===== src/design/core_config.svh =====
`ifndef CORE_CONFIG_SVH
`define CORE_CONFIG_SVH

// width of registers and of the data path.
`define XLEN 32

// data memory depth in words.
`define DMEM_WORDS 64

// word address bits, log2 of DMEM_WORDS.
`define DMEM_AW 6

`endif


===== src/design/riscv_isa_pkg.sv =====
package riscv_isa_pkg;

    // ================================================
    // major opcodes of the supported RV32I subset
    // ================================================
    typedef enum logic [6:0] {
        OPC_LOAD   = 7'b0000011,
        OPC_OP_IMM = 7'b0010011,
        OPC_STORE  = 7'b0100011,
        OPC_OP     = 7'b0110011,
        OPC_LUI    = 7'b0110111
    } opcode_e;

    // a nonzero load type marks the item as a load.
    typedef enum logic [2:0] {
        LD_NONE = 3'd0,
        LD_LB   = 3'd1,
        LD_LH   = 3'd2,
        LD_LW   = 3'd3,
        LD_LBU  = 3'd4,
        LD_LHU  = 3'd5
    } load_type_e;

    typedef enum logic [1:0] {
        ST_NONE = 2'd0,
        ST_SB   = 2'd1,
        ST_SH   = 2'd2,
        ST_SW   = 2'd3
    } store_type_e;

    // funct3 and funct7 codes used for register and immediate arithmetic.
    localparam logic [2:0] F3_ADD_SUB = 3'b000;
    localparam logic [2:0] F3_XOR     = 3'b100;
    localparam logic [2:0] F3_OR      = 3'b110;
    localparam logic [2:0] F3_AND     = 3'b111;
    localparam logic [6:0] F7_BASE    = 7'b0000000;
    localparam logic [6:0] F7_ALT     = 7'b0100000;

endpackage


===== src/design/core_pipe_pkg.sv =====
`include "core_config.svh"

package core_pipe_pkg;

    import riscv_isa_pkg::*;

    typedef enum logic [2:0] {
        ALU_ADD    = 3'd0,
        ALU_SUB    = 3'd1,
        ALU_AND    = 3'd2,
        ALU_OR     = 3'd3,
        ALU_XOR    = 3'd4,
        ALU_PASS_B = 3'd5
    } alu_op_e;

    // decode to execute payload.
    typedef struct packed {
        alu_op_e          alu_op;
        logic [`XLEN-1:0] operand_a;
        logic [`XLEN-1:0] operand_b;
        logic [`XLEN-1:0] store_data;
        logic [4:0]       rd;
        logic             wd;
        load_type_e       load_type;
        store_type_e      store_type;
    } dec_exe_t;

    // execute to result payload. alu_result is the byte address for memory items.
    typedef struct packed {
        logic [`XLEN-1:0] alu_result;
        logic [`XLEN-1:0] store_data;
        logic [4:0]       rd;
        logic             wd;
        load_type_e       load_type;
        store_type_e      store_type;
    } exe_res_t;

endpackage


===== src/design/stage_if.sv =====
`timescale 1ns/1ps

// decode to execute link. execute never stalls, so there is no ready.
interface dec_exe_if
    import core_pipe_pkg::*;
();

    logic     valid;
    dec_exe_t payload;

    modport producer (
        output valid,
        output payload
    );

    modport consumer (
        input valid,
        input payload
    );

endinterface

// execute to result link.
interface exe_res_if
    import core_pipe_pkg::*;
();

    logic     valid;
    exe_res_t payload;

    modport producer (
        output valid,
        output payload
    );

    modport consumer (
        input valid,
        input payload
    );

endinterface


===== src/design/core_top.sv =====
`timescale 1ns/1ps
`include "core_config.svh"

module core_top (
    input  logic             clk,
    input  logic             rst_i,
    input  logic             instr_valid_i,
    output logic             instr_ready_o,
    input  logic [31:0]      instr_i,
    output logic             wb_valid_o,
    output logic [4:0]       wb_reg_o,
    output logic [`XLEN-1:0] wb_data_o,
    output logic             illegal_o
);

    logic [4:0]       rs1_addr;
    logic [4:0]       rs2_addr;
    logic [`XLEN-1:0] rs1_data;
    logic [`XLEN-1:0] rs2_data;
    logic             rf_wen;
    logic [4:0]       rf_waddr;
    logic [`XLEN-1:0] rf_wdata;

    dec_exe_if dec_exe_bus ();
    exe_res_if exe_res_bus ();

    decode_stage decode_stage_inst (
        .clk           (clk),
        .rst_i         (rst_i),
        .instr_valid_i (instr_valid_i),
        .instr_i       (instr_i),
        .instr_ready_o (instr_ready_o),
        .rs1_addr_o    (rs1_addr),
        .rs2_addr_o    (rs2_addr),
        .rs1_data_i    (rs1_data),
        .rs2_data_i    (rs2_data),
        .rf_wen_i      (rf_wen),
        .rf_waddr_i    (rf_waddr),
        .illegal_o     (illegal_o),
        .out           (dec_exe_bus.producer)
    );

    register_file register_file_inst (
        .clk        (clk),
        .rst_i      (rst_i),
        .rs1_addr_i (rs1_addr),
        .rs2_addr_i (rs2_addr),
        .rs1_data_o (rs1_data),
        .rs2_data_o (rs2_data),
        .wen_i      (rf_wen),
        .waddr_i    (rf_waddr),
        .wdata_i    (rf_wdata)
    );

    execute_stage execute_stage_inst (
        .clk   (clk),
        .rst_i (rst_i),
        .in    (dec_exe_bus.consumer),
        .out   (exe_res_bus.producer)
    );

    mem_writeback_stage mem_writeback_stage_inst (
        .clk        (clk),
        .rst_i      (rst_i),
        .in         (exe_res_bus.consumer),
        .wb_valid_o (rf_wen),
        .wb_reg_o   (rf_waddr),
        .wb_data_o  (rf_wdata)
    );

    // the register write port is also the visible write-back port.
    assign wb_valid_o = rf_wen;
    assign wb_reg_o   = rf_waddr;
    assign wb_data_o  = rf_wdata;

endmodule


===== src/design/decode_stage.sv =====
`timescale 1ns/1ps
`include "core_config.svh"

module decode_stage
    import riscv_isa_pkg::*;
    import core_pipe_pkg::*;
(
    input  logic             clk,
    input  logic             rst_i,
    input  logic             instr_valid_i,
    input  logic [31:0]      instr_i,
    output logic             instr_ready_o,
    output logic [4:0]       rs1_addr_o,
    output logic [4:0]       rs2_addr_o,
    input  logic [`XLEN-1:0] rs1_data_i,
    input  logic [`XLEN-1:0] rs2_data_i,
    input  logic             rf_wen_i,
    input  logic [4:0]       rf_waddr_i,
    output logic             illegal_o,
    dec_exe_if.producer      out
);

    logic [31:0]      instr_q;
    logic             instr_vld_q;
    logic [31:0]      busy_q;
    logic [2:0]       funct3;
    logic [6:0]       funct7;
    logic [`XLEN-1:0] imm_i;
    logic [`XLEN-1:0] imm_s;
    logic [`XLEN-1:0] imm_u;
    logic             uses_rs1;
    logic             uses_rs2;
    logic             illegal;
    logic             hazard;
    logic             launch;
    dec_exe_t         dec;

    assign funct3     = instr_q[14:12];
    assign funct7     = instr_q[31:25];
    assign rs1_addr_o = instr_q[19:15];
    assign rs2_addr_o = instr_q[24:20];

    assign imm_i = {{(`XLEN-12){instr_q[31]}}, instr_q[31:20]};
    assign imm_s = {{(`XLEN-12){instr_q[31]}}, instr_q[31:25], instr_q[11:7]};
    assign imm_u = {instr_q[31:12], 12'b0};

    // ================================================
    // instruction decode
    // ================================================
    always_comb begin
        dec            = '0;
        dec.alu_op     = ALU_ADD;
        dec.operand_a  = rs1_data_i;
        dec.operand_b  = rs2_data_i;
        dec.store_data = rs2_data_i;
        dec.rd         = instr_q[11:7];
        dec.load_type  = LD_NONE;
        dec.store_type = ST_NONE;
        uses_rs1       = 1'b0;
        uses_rs2       = 1'b0;
        illegal        = 1'b0;
        case (opcode_e'(instr_q[6:0]))
            OPC_OP: begin
                uses_rs1 = 1'b1;
                uses_rs2 = 1'b1;
                dec.wd   = 1'b1;
                if (funct7 == F7_BASE) begin
                    case (funct3)
                        F3_ADD_SUB: dec.alu_op = ALU_ADD;
                        F3_XOR:     dec.alu_op = ALU_XOR;
                        F3_OR:      dec.alu_op = ALU_OR;
                        F3_AND:     dec.alu_op = ALU_AND;
                        default:    illegal = 1'b1;
                    endcase
                end else if (funct7 == F7_ALT && funct3 == F3_ADD_SUB) begin
                    dec.alu_op = ALU_SUB;
                end else begin
                    illegal = 1'b1;
                end
            end
            OPC_OP_IMM: begin
                uses_rs1      = 1'b1;
                dec.wd        = 1'b1;
                dec.operand_b = imm_i;
                illegal       = (funct3 != F3_ADD_SUB);
            end
            OPC_LUI: begin
                dec.wd        = 1'b1;
                dec.alu_op    = ALU_PASS_B;
                dec.operand_b = imm_u;
            end
            OPC_LOAD: begin
                uses_rs1      = 1'b1;
                dec.wd        = 1'b1;
                dec.operand_b = imm_i;
                case (funct3)
                    3'b000:  dec.load_type = LD_LB;
                    3'b001:  dec.load_type = LD_LH;
                    3'b010:  dec.load_type = LD_LW;
                    3'b100:  dec.load_type = LD_LBU;
                    3'b101:  dec.load_type = LD_LHU;
                    default: illegal = 1'b1;
                endcase
            end
            OPC_STORE: begin
                uses_rs1      = 1'b1;
                uses_rs2      = 1'b1;
                dec.operand_b = imm_s;
                case (funct3)
                    3'b000:  dec.store_type = ST_SB;
                    3'b001:  dec.store_type = ST_SH;
                    3'b010:  dec.store_type = ST_SW;
                    default: illegal = 1'b1;
                endcase
            end
            default: illegal = 1'b1;
        endcase
    end

    // ================================================
    // scoreboard and launch
    // ================================================
    // a busy destination also stalls, so an older write cannot clear a younger one's bit.
    assign hazard = (uses_rs1 && busy_q[rs1_addr_o]) ||
                    (uses_rs2 && busy_q[rs2_addr_o]) ||
                    (dec.wd && busy_q[dec.rd]);
    assign launch        = instr_vld_q && !illegal && !hazard;
    assign instr_ready_o = !instr_vld_q || illegal || !hazard;

    always_ff @(posedge clk) begin
        if (rst_i) begin
            instr_vld_q <= 1'b0;
        end else if (instr_ready_o) begin
            instr_vld_q <= instr_valid_i;
        end
    end

    always_ff @(posedge clk) begin
        if (instr_ready_o && instr_valid_i) begin
            instr_q <= instr_i;
        end
    end

    // set wins over clear when the same register retires and is claimed again.
    always_ff @(posedge clk) begin
        if (rst_i) begin
            busy_q <= '0;
        end else begin
            if (rf_wen_i) begin
                busy_q[rf_waddr_i] <= 1'b0;
            end
            if (launch && dec.wd && dec.rd != 5'd0) begin
                busy_q[dec.rd] <= 1'b1;
            end
        end
    end

    always_ff @(posedge clk) begin
        if (rst_i) begin
            out.valid <= 1'b0;
            illegal_o <= 1'b0;
        end else begin
            out.valid <= launch;
            illegal_o <= instr_vld_q && illegal;
        end
    end

    always_ff @(posedge clk) begin
        if (launch) begin
            out.payload <= dec;
        end
    end

    // a launch never reads the destination of the item in execute, whose write-back is ahead.
    assert property (@(posedge clk) disable iff (rst_i)
        launch && out.valid && out.payload.wd && out.payload.rd != 5'd0 |->
            !(uses_rs1 && rs1_addr_o == out.payload.rd) &&
            !(uses_rs2 && rs2_addr_o == out.payload.rd));

endmodule


===== src/design/execute_stage.sv =====
`timescale 1ns/1ps
`include "core_config.svh"

module execute_stage
    import core_pipe_pkg::*;
(
    input  logic        clk,
    input  logic        rst_i,
    dec_exe_if.consumer in,
    exe_res_if.producer out
);

    logic [`XLEN-1:0] alu_result;

    // loads and stores use ALU_ADD, which gives the byte address.
    always_comb begin
        case (in.payload.alu_op)
            ALU_ADD:    alu_result = in.payload.operand_a + in.payload.operand_b;
            ALU_SUB:    alu_result = in.payload.operand_a - in.payload.operand_b;
            ALU_AND:    alu_result = in.payload.operand_a & in.payload.operand_b;
            ALU_OR:     alu_result = in.payload.operand_a | in.payload.operand_b;
            ALU_XOR:    alu_result = in.payload.operand_a ^ in.payload.operand_b;
            ALU_PASS_B: alu_result = in.payload.operand_b;
            default:    alu_result = in.payload.operand_a + in.payload.operand_b;
        endcase
    end

    always_ff @(posedge clk) begin
        if (rst_i) begin
            out.valid <= 1'b0;
        end else begin
            out.valid <= in.valid;
        end
    end

    always_ff @(posedge clk) begin
        if (in.valid) begin
            out.payload.alu_result <= alu_result;
            out.payload.store_data <= in.payload.store_data;
            out.payload.rd         <= in.payload.rd;
            out.payload.wd         <= in.payload.wd;
            out.payload.load_type  <= in.payload.load_type;
            out.payload.store_type <= in.payload.store_type;
        end
    end

endmodule


===== src/design/mem_writeback_stage.sv =====
`timescale 1ns/1ps
`include "core_config.svh"

module mem_writeback_stage
    import riscv_isa_pkg::*;
(
    input  logic             clk,
    input  logic             rst_i,
    exe_res_if.consumer      in,
    output logic             wb_valid_o,
    output logic [4:0]       wb_reg_o,
    output logic [`XLEN-1:0] wb_data_o
);

    logic [`XLEN-1:0]    dmem [`DMEM_WORDS];
    logic [`DMEM_AW-1:0] word_idx;
    logic [1:0]          byte_off;
    logic [3:0]          wmask;
    logic [`XLEN-1:0]    wdata;
    logic [`XLEN-1:0]    rword;
    logic [15:0]         rhalf;
    logic [7:0]          rbyte;
    logic [`XLEN-1:0]    load_data;
    logic                is_load;
    logic                is_store;

    // addresses wrap inside the memory. misalignment is not checked.
    assign word_idx = in.payload.alu_result[`DMEM_AW+1:2];
    assign byte_off = in.payload.alu_result[1:0];
    assign is_load  = (in.payload.load_type != LD_NONE);
    assign is_store = (in.payload.store_type != ST_NONE);

    // ================================================
    // store path
    // ================================================
    always_comb begin
        case (in.payload.store_type)
            ST_SB: begin
                wmask = 4'b0001 << byte_off;
                wdata = {4{in.payload.store_data[7:0]}};
            end
            ST_SH: begin
                wmask = byte_off[1] ? 4'b1100 : 4'b0011;
                wdata = {2{in.payload.store_data[15:0]}};
            end
            ST_SW: begin
                wmask = 4'b1111;
                wdata = in.payload.store_data;
            end
            default: begin
                wmask = 4'b0000;
                wdata = in.payload.store_data;
            end
        endcase
    end

    always_ff @(posedge clk) begin
        if (in.valid && is_store) begin
            for (int i = 0; i < 4; i++) begin
                if (wmask[i]) begin
                    dmem[word_idx][8*i +: 8] <= wdata[8*i +: 8];
                end
            end
        end
    end

    // ================================================
    // load path
    // ================================================
    assign rword = dmem[word_idx];
    assign rhalf = byte_off[1] ? rword[31:16] : rword[15:0];

    always_comb begin
        case (byte_off)
            2'd0:    rbyte = rword[7:0];
            2'd1:    rbyte = rword[15:8];
            2'd2:    rbyte = rword[23:16];
            default: rbyte = rword[31:24];
        endcase
    end

    always_comb begin
        case (in.payload.load_type)
            LD_LB:   load_data = {{(`XLEN-8){rbyte[7]}}, rbyte};
            LD_LH:   load_data = {{(`XLEN-16){rhalf[15]}}, rhalf};
            LD_LBU:  load_data = {{(`XLEN-8){1'b0}}, rbyte};
            LD_LHU:  load_data = {{(`XLEN-16){1'b0}}, rhalf};
            default: load_data = rword;
        endcase
    end

    // write-back register. x0 and stores never raise valid.
    always_ff @(posedge clk) begin
        if (rst_i) begin
            wb_valid_o <= 1'b0;
        end else begin
            wb_valid_o <= in.valid && in.payload.wd && (in.payload.rd != 5'd0);
        end
    end

    always_ff @(posedge clk) begin
        if (in.valid) begin
            wb_reg_o  <= in.payload.rd;
            wb_data_o <= is_load ? load_data : in.payload.alu_result;
        end
    end

    // decode never builds an item that both loads and stores, or a store with write-back.
    assert property (@(posedge clk) disable iff (rst_i)
        in.valid |-> !(is_load && is_store) && !(is_store && in.payload.wd));

endmodule


===== src/design/register_file.sv =====
`timescale 1ns/1ps
`include "core_config.svh"

module register_file (
    input  logic             clk,
    input  logic             rst_i,
    input  logic [4:0]       rs1_addr_i,
    input  logic [4:0]       rs2_addr_i,
    output logic [`XLEN-1:0] rs1_data_o,
    output logic [`XLEN-1:0] rs2_data_o,
    input  logic             wen_i,
    input  logic [4:0]       waddr_i,
    input  logic [`XLEN-1:0] wdata_i
);

    logic [`XLEN-1:0] regs [32];

    always_ff @(posedge clk) begin
        if (rst_i) begin
            for (int i = 0; i < 32; i++) begin
                regs[i] <= '0;
            end
        end else if (wen_i && waddr_i != 5'd0) begin
            regs[waddr_i] <= wdata_i;
        end
    end

    // x0 is hardwired to zero.
    assign rs1_data_o = (rs1_addr_i == 5'd0) ? '0 : regs[rs1_addr_i];
    assign rs2_data_o = (rs2_addr_i == 5'd0) ? '0 : regs[rs2_addr_i];

    // the result stage filters rd == 0 before it ever reaches the write port.
    assert property (@(posedge clk) disable iff (rst_i)
        wen_i |-> waddr_i != 5'd0);

endmodule


===== config.mk =====
export PLATFORM = sky130hd
export DESIGN_NAME = core_top
export DESIGN_NICKNAME = d
export VERILOG_FILES = /design/src/design/riscv_isa_pkg.sv /design/src/design/core_pipe_pkg.sv /design/src/design/stage_if.sv /design/src/design/core_top.sv /design/src/design/decode_stage.sv /design/src/design/execute_stage.sv /design/src/design/mem_writeback_stage.sv /design/src/design/register_file.sv
export VERILOG_INCLUDE_DIRS = /design/src /design/src/design
export SDC_FILE = /design/constraint.sdc
export NUM_CORES = 2
export LEC_CHECK = 0
export BUFFER_PORTS_ARGS = -buffer_cell sky130_fd_sc_hd__buf_2
export CORE_ASPECT_RATIO = 1.1
export CORE_UTILIZATION = 70
export CTS_BUF_LIST = sky130_fd_sc_hd__clkbuf_8
export CTS_CLUSTER_SIZE = 8
export DETAILED_ROUTE_END_ITERATION = 7
export PLACE_DENSITY = 0.85
export SYNTH_ARGS = -nofsm -noshare
export SYNTH_HDL_FRONTEND = slang
export SYNTH_SLANG_ARGS = --single-unit

===== constraint.sdc =====
create_clock -name clk -period 13.4 [get_ports clk]
set_input_delay 2.01 -clock clk [delete_from_list [all_inputs] [get_ports clk]]
set_output_delay 2.01 -clock clk [all_outputs]
set_load 0.03 [all_outputs]

== Word-level counts from Yosys, hierarchy flattened ==
Memories as Yosys holds them, arrays and structs flattened. A register that Yosys moved wholly into a read port is not among the register bits.
Index checks and enable logic that the tools add are counted.

* Bits in registers: 259
* RAM bits: 3072
* Bits of input ports: 35
* Output and inout port bits: 40
* Logic and storage cells: 167
* Memories kept: 2

* $add $sub $neg: 2
* Magnitude comparators: 6
* Equality and inequality tests: 26
* Shifts and indexed selects: 1
* Mux-type cells: 60
* Bitwise operators: 6
* Reductions and logical operators: 42

{| class="wikitable"
|+ Memory list
! name !! words !! width !! rd ports !! clocked after memory_dff !! write ports !! line !! RTL
|-
| mem_writeback_stage_inst.dmem || 64 || 32 || 1 || 1 || 1 || mem_writeback_stage.sv:15 || <nowiki>logic [`XLEN-1:0] dmem [`DMEM_WORDS];</nowiki>
|-
| register_file_inst.regs || 32 || 32 || 2 || 2 || 32 || register_file.sv:16 || <nowiki>logic [`XLEN-1:0] regs [32];</nowiki>
|}

{| class="wikitable"
|+ Operator list
! cell !! number
|-
| 32-bit two-way mux || 6
|-
| 32-bit one-hot mux with 5 select lines || 1
|-
| 32-bit one-hot mux with 4 select lines || 1
|-
| 32-bit one-hot mux with 3 select lines || 1
|-
| 32-bit AND || 2
|-
| 32-bit OR || 2
|-
| 32-bit one-hot mux with 2 select lines || 1
|-
| 32-bit adder || 1
|-
| 1-bit two-way mux || 32
|-
| 32-bit NOT || 1
|-
| 32-bit OR reduction || 1
|-
| 32-bit subtractor || 1
|-
| 32-bit bitwise XOR || 1
|-
| 7-bit by 6-bit == test with 1-bit output (second input constant) || 4
|-
| 3-bit == test (second input constant) || 8
|-
| 5-bit by 6-bit < comparator with 1-bit output (second input constant) || 4
|-
| 8-bit one-hot mux with 3 select lines || 1
|-
| 1-bit logical AND || 16
|-
| 16-bit two-way mux || 1
|-
| 1-bit binary-select mux with 5-bit select || 3
|-
| 3-bit one-hot mux with 5 select lines || 1
|-
| 5-bit nonzero test || 3
|-
| 3-bit by 2-bit == test with 1-bit output (second input constant) || 4
|-
| 4-bit one-hot mux with 3 select lines || 1
|-
| 28 further kinds || 46
|}

== Longest topological paths before layout ==
* Depth in word-level cells: 11
* Mapped depth: 18
* Depth with buffers taken out: 17

== Cells and area by module ==
From an unflattened synthesis, not the netlist that was laid out.

* Cells, all modules: 9444
* Area total of the unflattened synthesis: 150051.4 sq um

{| class="wikitable"
|+ Modules (own cells, without submodules)
! module !! times used !! cells an instance !! area each (sq um) !! sequential area each (sq um)
|-
| mem_writeback_stage || 1 || 4681 || 81199.1 || 62630.1
|-
| register_file || 1 || 3502 || 54253.3 || 30749.5
|-
| decode_stage || 1 || 540 || 7815.0 || 4964.8
|-
| execute_stage || 1 || 721 || 6784.0 || 2272.2
|}

== Least setup slack after synthesis ==
OpenSTA, ideal clock, no wires.

* Path type: reg2reg
* From: register decode_stage_inst.instr_q[7]
* To: register decode_stage_inst.busy_q[10]
* Library setup time: 0.095 ns
* Arrival: 7.532 ns
* Data required time: 13.305 ns
* Setup slack: 5.773 ns
* Stages on the path, launching flop included: 9
* Buffers on the path: 1
* Period minus slack after synthesis: 7.627 ns
* Path through: edfxtp_1 > buf_1 > mux4_2 > mux4_2 > nand2b_1 > a21oi_1 > nor3_2 > nand4b_1 > o21ai_0

* Longest elaborated chain between the ends: 9
* Elaborated cells between the ends (all ways): 16

{| class="wikitable"
|+ Ends and longest elaborated chain
! item !! line !! RTL
|-
| start: declaration || decode_stage.sv:23 || <nowiki>logic [31:0] instr_q;</nowiki>
|-
| start signal: assignment || decode_stage.sv:140 || <nowiki>instr_q <= instr_i;</nowiki>
|-
| 1-bit binary-select mux with 5-bit select || decode_stage.sv:126 || <nowiki>(dec.wd && busy_q[dec.rd]);</nowiki>
|-
| 1-bit two-way mux (not written as such) || decode_stage.sv:126 ||
|-
| 1-bit logical AND || decode_stage.sv:126 ||
|-
| 1-bit logical OR || decode_stage.sv:125 || <nowiki>(uses_rs2 && busy_q[rs2_addr_o]) ||</nowiki>
|-
| 1-bit zero test || decode_stage.sv:127 || <nowiki>assign launch = instr_vld_q && !illegal && !hazard;</nowiki>
|-
| 1-bit logical AND || decode_stage.sv:127 ||
|-
| net decode_stage_inst.launch || decode_stage.sv:35 || <nowiki>logic launch;</nowiki>
|-
| 1-bit logical AND (2 in series) || decode_stage.sv:152 || <nowiki>if (launch && dec.wd && dec.rd != 5'd0) begin</nowiki>
|-
| 32-bit two-way mux || decode_stage.sv:152 ||
|-
| end signal: assignment || decode_stage.sv:147 || <nowiki>busy_q <= '0;</nowiki>
|-
| end signal: indexed assignment || decode_stage.sv:150 || <nowiki>busy_q[rf_waddr_i] <= 1'b0;</nowiki>
|-
| end signal: indexed assignment || decode_stage.sv:153 || <nowiki>busy_q[dec.rd] <= 1'b1;</nowiki>
|-
| end: declaration || decode_stage.sv:25 || <nowiki>logic [31:0] busy_q;</nowiki>
|}

The timed path passes the listed nets, and every way through them passes these cells. The select of a mux whose other input is x is not followed.
A chain may end at the register's enable or synchronous reset.

== Worst setup path after layout ==
* From: register decode_stage_inst.instr_q[15]
* To: output port instr_ready_o

* Longest elaborated chain between the ends: 7

{| class="wikitable"
|+ Ends and longest elaborated chain
! item !! line !! RTL
|-
| 1-bit binary-select mux with 5-bit select || decode_stage.sv:124 || <nowiki>assign hazard = (uses_rs1 && busy_q[rs1_addr_o]) ||</nowiki>
|-
| 1-bit two-way mux (not written as such) || decode_stage.sv:124 ||
|-
| 1-bit logical AND || decode_stage.sv:124 ||
|-
| 1-bit logical OR || decode_stage.sv:124 ||
|-
| 1-bit logical OR || decode_stage.sv:125 ||
|-
| 1-bit zero test || decode_stage.sv:128 || <nowiki>assign instr_ready_o = !instr_vld_q || illegal || !hazard;</nowiki>
|-
| 1-bit logical OR || decode_stage.sv:128 ||
|-
| end: declaration || core_top.sv:8 || <nowiki>output logic instr_ready_o,</nowiki>
|}

No other way between the ends. The select of a mux whose other input is x is not followed.

==> results.yml <==
yosys:
  synth_area_um2: 150400
  synth_top_area_cell: "edfxtp_1"
  synth_top_area_share_pct: 66.41
  ys_seq_area_share_pct: 67.05
  synth_edf_count: 3326
  yosys_warnings: 0
  ys.flop_type: "edfxtp_1"
  synth-seq-cells: 3374
  synth_cell_types: 81
  synth_area_leaders: "edfxtp_1 66%, mux4_2 19%, and2_1 4.2%, mux2i_1 1.2%, nor2_1 1.2%"
  synthCells: 8262
  async_flop_share_pct: 0
  syn_area_per_cell_um2: 18.20
timing:
  slew_headroom_pct: 5.278
  rsz0062_at_grt: "no"
  worstMarginPinSlew_ns: 1.416
  setup_viol: 0
  period_minus_slack_ns: 7.048
  finalMaxSlewViolations: 0
  fin_crit_sh_pct: 52.60
  hold_viol: 0
  clock_skew_ns: 0.07081
  final.setup.tns_ns: 0
  clock.fmax_mhz: 141.9
critical_path:
  setup.worst_path.class: "reg2out"
  ff2ff_path_depth: 11
  path_max_fanout: 90
  required_ns: 11.39
  setup.worst_path.start_class: "register"
  endpoint_kind: "primary output"
  worst_ep_arrival_time_ns: 5.04
place:
  port_buffers: 74
  finalWeightedCongestion: 1.023
  hpwl_um: 271100
route:
  drc: 4
  drt_pass1_iterations: 8
  ant_nets: 0
  met3WireLength_um: 52650
  via_count: 84445
  vias_per_cell: 7.318
  avgRoutedWirePerCell_um: 36.96
  top_layer: "met5"
  wl_met2_um: 202300
  wl_um: 426500
  drt_iter0_drc: 13030
  wl_met1_um: 133200
clock_network:
  holdBufCountCts: 0
  tritoncts: "built"
  clockBufferDepth: 4
  clock_latency_ns: 1.15
  h-tree-depth: 6
  cts-root-buf: "clkbuf_8"
  post_cts_resize_count: 0
  cts_num_sinks: 3374
  postCtsSetupBuffers: 0
  cts_buffers: 547
  clk_pin_slew_ns: 0.06
finish:
  syn2layout_area_growth_pct: 8.113
  layout_common_cells: "3326 x edfxtp_1, 1257 x mux4_2, 1011 x and2_1"
  drive_above_1_share_pct: 25.92
  layout_commonest_cell: "edfxtp_1"
  nNetsFinal: 8579
  fin_util_pct: 76.13
die:
  placementRows: 178
  die-area_um2: 216700
  dieHeight_um: 488.1
  core_area_um2: 213600
  io_pins: 75
  die_w_um: 443.9
  start_util_pct: 70.42
pwr:
  p_leak_nw: 54.52
  max-vdd-ir-drop_v: 0.0001048
  p_per_area_nw_per_um2: 125.6
global_routing:
  grt_usage_pct: 40.15
  antenna_found_initial: 31
  grt_start_max_net_pins: 149
  grt_pass1_wl_um: 605300
  grt_pass1_vias: 85950
  globalRouteOverflowTotal: 0
hold_path:
  worstHoldPathCells: 0
  hold_class: "reg2reg"
run_status:
  status: "finished with violations"
  violations: "design-rule violations"
flow_run:
  cap_viol_max_count: 0
## final timing paths
path	startpoint	end	slack [ns]
worst max-delay path	decode_stage_inst.instr_q[15]	instr_ready_o	6.35
worst min-delay path	decode_stage_inst.out.payload[40]	execute_stage_inst.out.payload[40]	0.41
worst min register to register	decode_stage_inst.out.payload[40]	execute_stage_inst.out.payload[40]	0.41
worst max register to register	register	mem_writeback_stage_inst.wb_data_o[29]	7.01
## synth_stat cells, drive strengths merged (39+ instances only)
cell	count
o21ai	116
dfxtp	48
or2	41
xnor2	43
mux2i	179
a21oi	90
edfxtp	3326
inv	114
nor2b	39
o22ai	40
ha	100
a22oi	41
clkbuf	451
buf	188
and2	1012
mux4	1258
nand2	254
nor2	473
## cell type report
class / count / area [um2]
Inverter: 115 / 439.2
Clock inverter: 276 / 1226
Tap cell: 2790 / 3491
Sequential cell: 3374 / 100900
Antenna cell: 18 / 45.04
Clock buffer: 561 / 7721
Fill cell: 11191 / 50990
Multi-Input combinational cell: 4165 / 47040
Timing Repair Buffer: 240 / 1757
## registers in the layout, summed over array words and instances (netlist names), 5 cells and up, named ones only
register	flops
decode_stage_inst.instr_q	32
mem_writeback_stage_inst.wb_data_o	32
mem_writeback_stage_inst.wb_reg_o	5
mem_writeback_stage_inst.dmem	2048
decode_stage_inst.out.payload	110
register_file_inst.regs	1024
decode_stage_inst.busy_q	32
execute_stage_inst.out.payload	75
## worst max-delay path: stages (launching register included)
cell	delay, ns
edfxtp_1	0.77
buf_12	0.55
mux4_2	0.60
mux4_2	0.50
nand2_1	0.10
a41oi_2	0.18
o21bai_1	0.83
buf_2	0.34
## metal layers
metal  up-vias  GRT usage, %
li1      33297             -
met1     42628         48.52
met2      6946         62.30
met3      1548         11.26
met4        26         30.36
met5         -             0
## cell families (layout without fill, tap and decap cells)
family                     Yosys count  in the layout  share of synthesized area [%]
adders and majority gates          102            102                         0.8519
and+or+nand+nor                   2018           2018                          7.199
xor gates and xnor gates            54             54                         0.3145
DFF                               3374           3374                          67.05
AOI/OAI and AO/OA                  492            492                          2.217
buffers and inverters              754           1192                          2.107
muxes                             1467           1467                          20.26
other                                1             50                       0.002493
## through the flow
step	instances	hold slack, ns	instance area [um2]	setup WS (ns)	total power, mW
floorplan	8293	0.4003	150500	5.773	12.47
global placement	10683	0.4003	153600	7.580	12.79
detailed placement	10683	0.4045	153600	7.420	12.82
CTS	11520	0.4101	162500	6.344	20.39
global route	11529	0.4107	162600	6.288	20.85
finish	11539	0.4099	162600	6.352	20.42
## report_power, final
part           total (mW)  switching [mW]  internal [mW]
sequential           11.7          0.0966           11.6
combinational       0.932           0.530          0.402
clock                7.78            3.91           3.87
(Power assumes the default switching activity.)
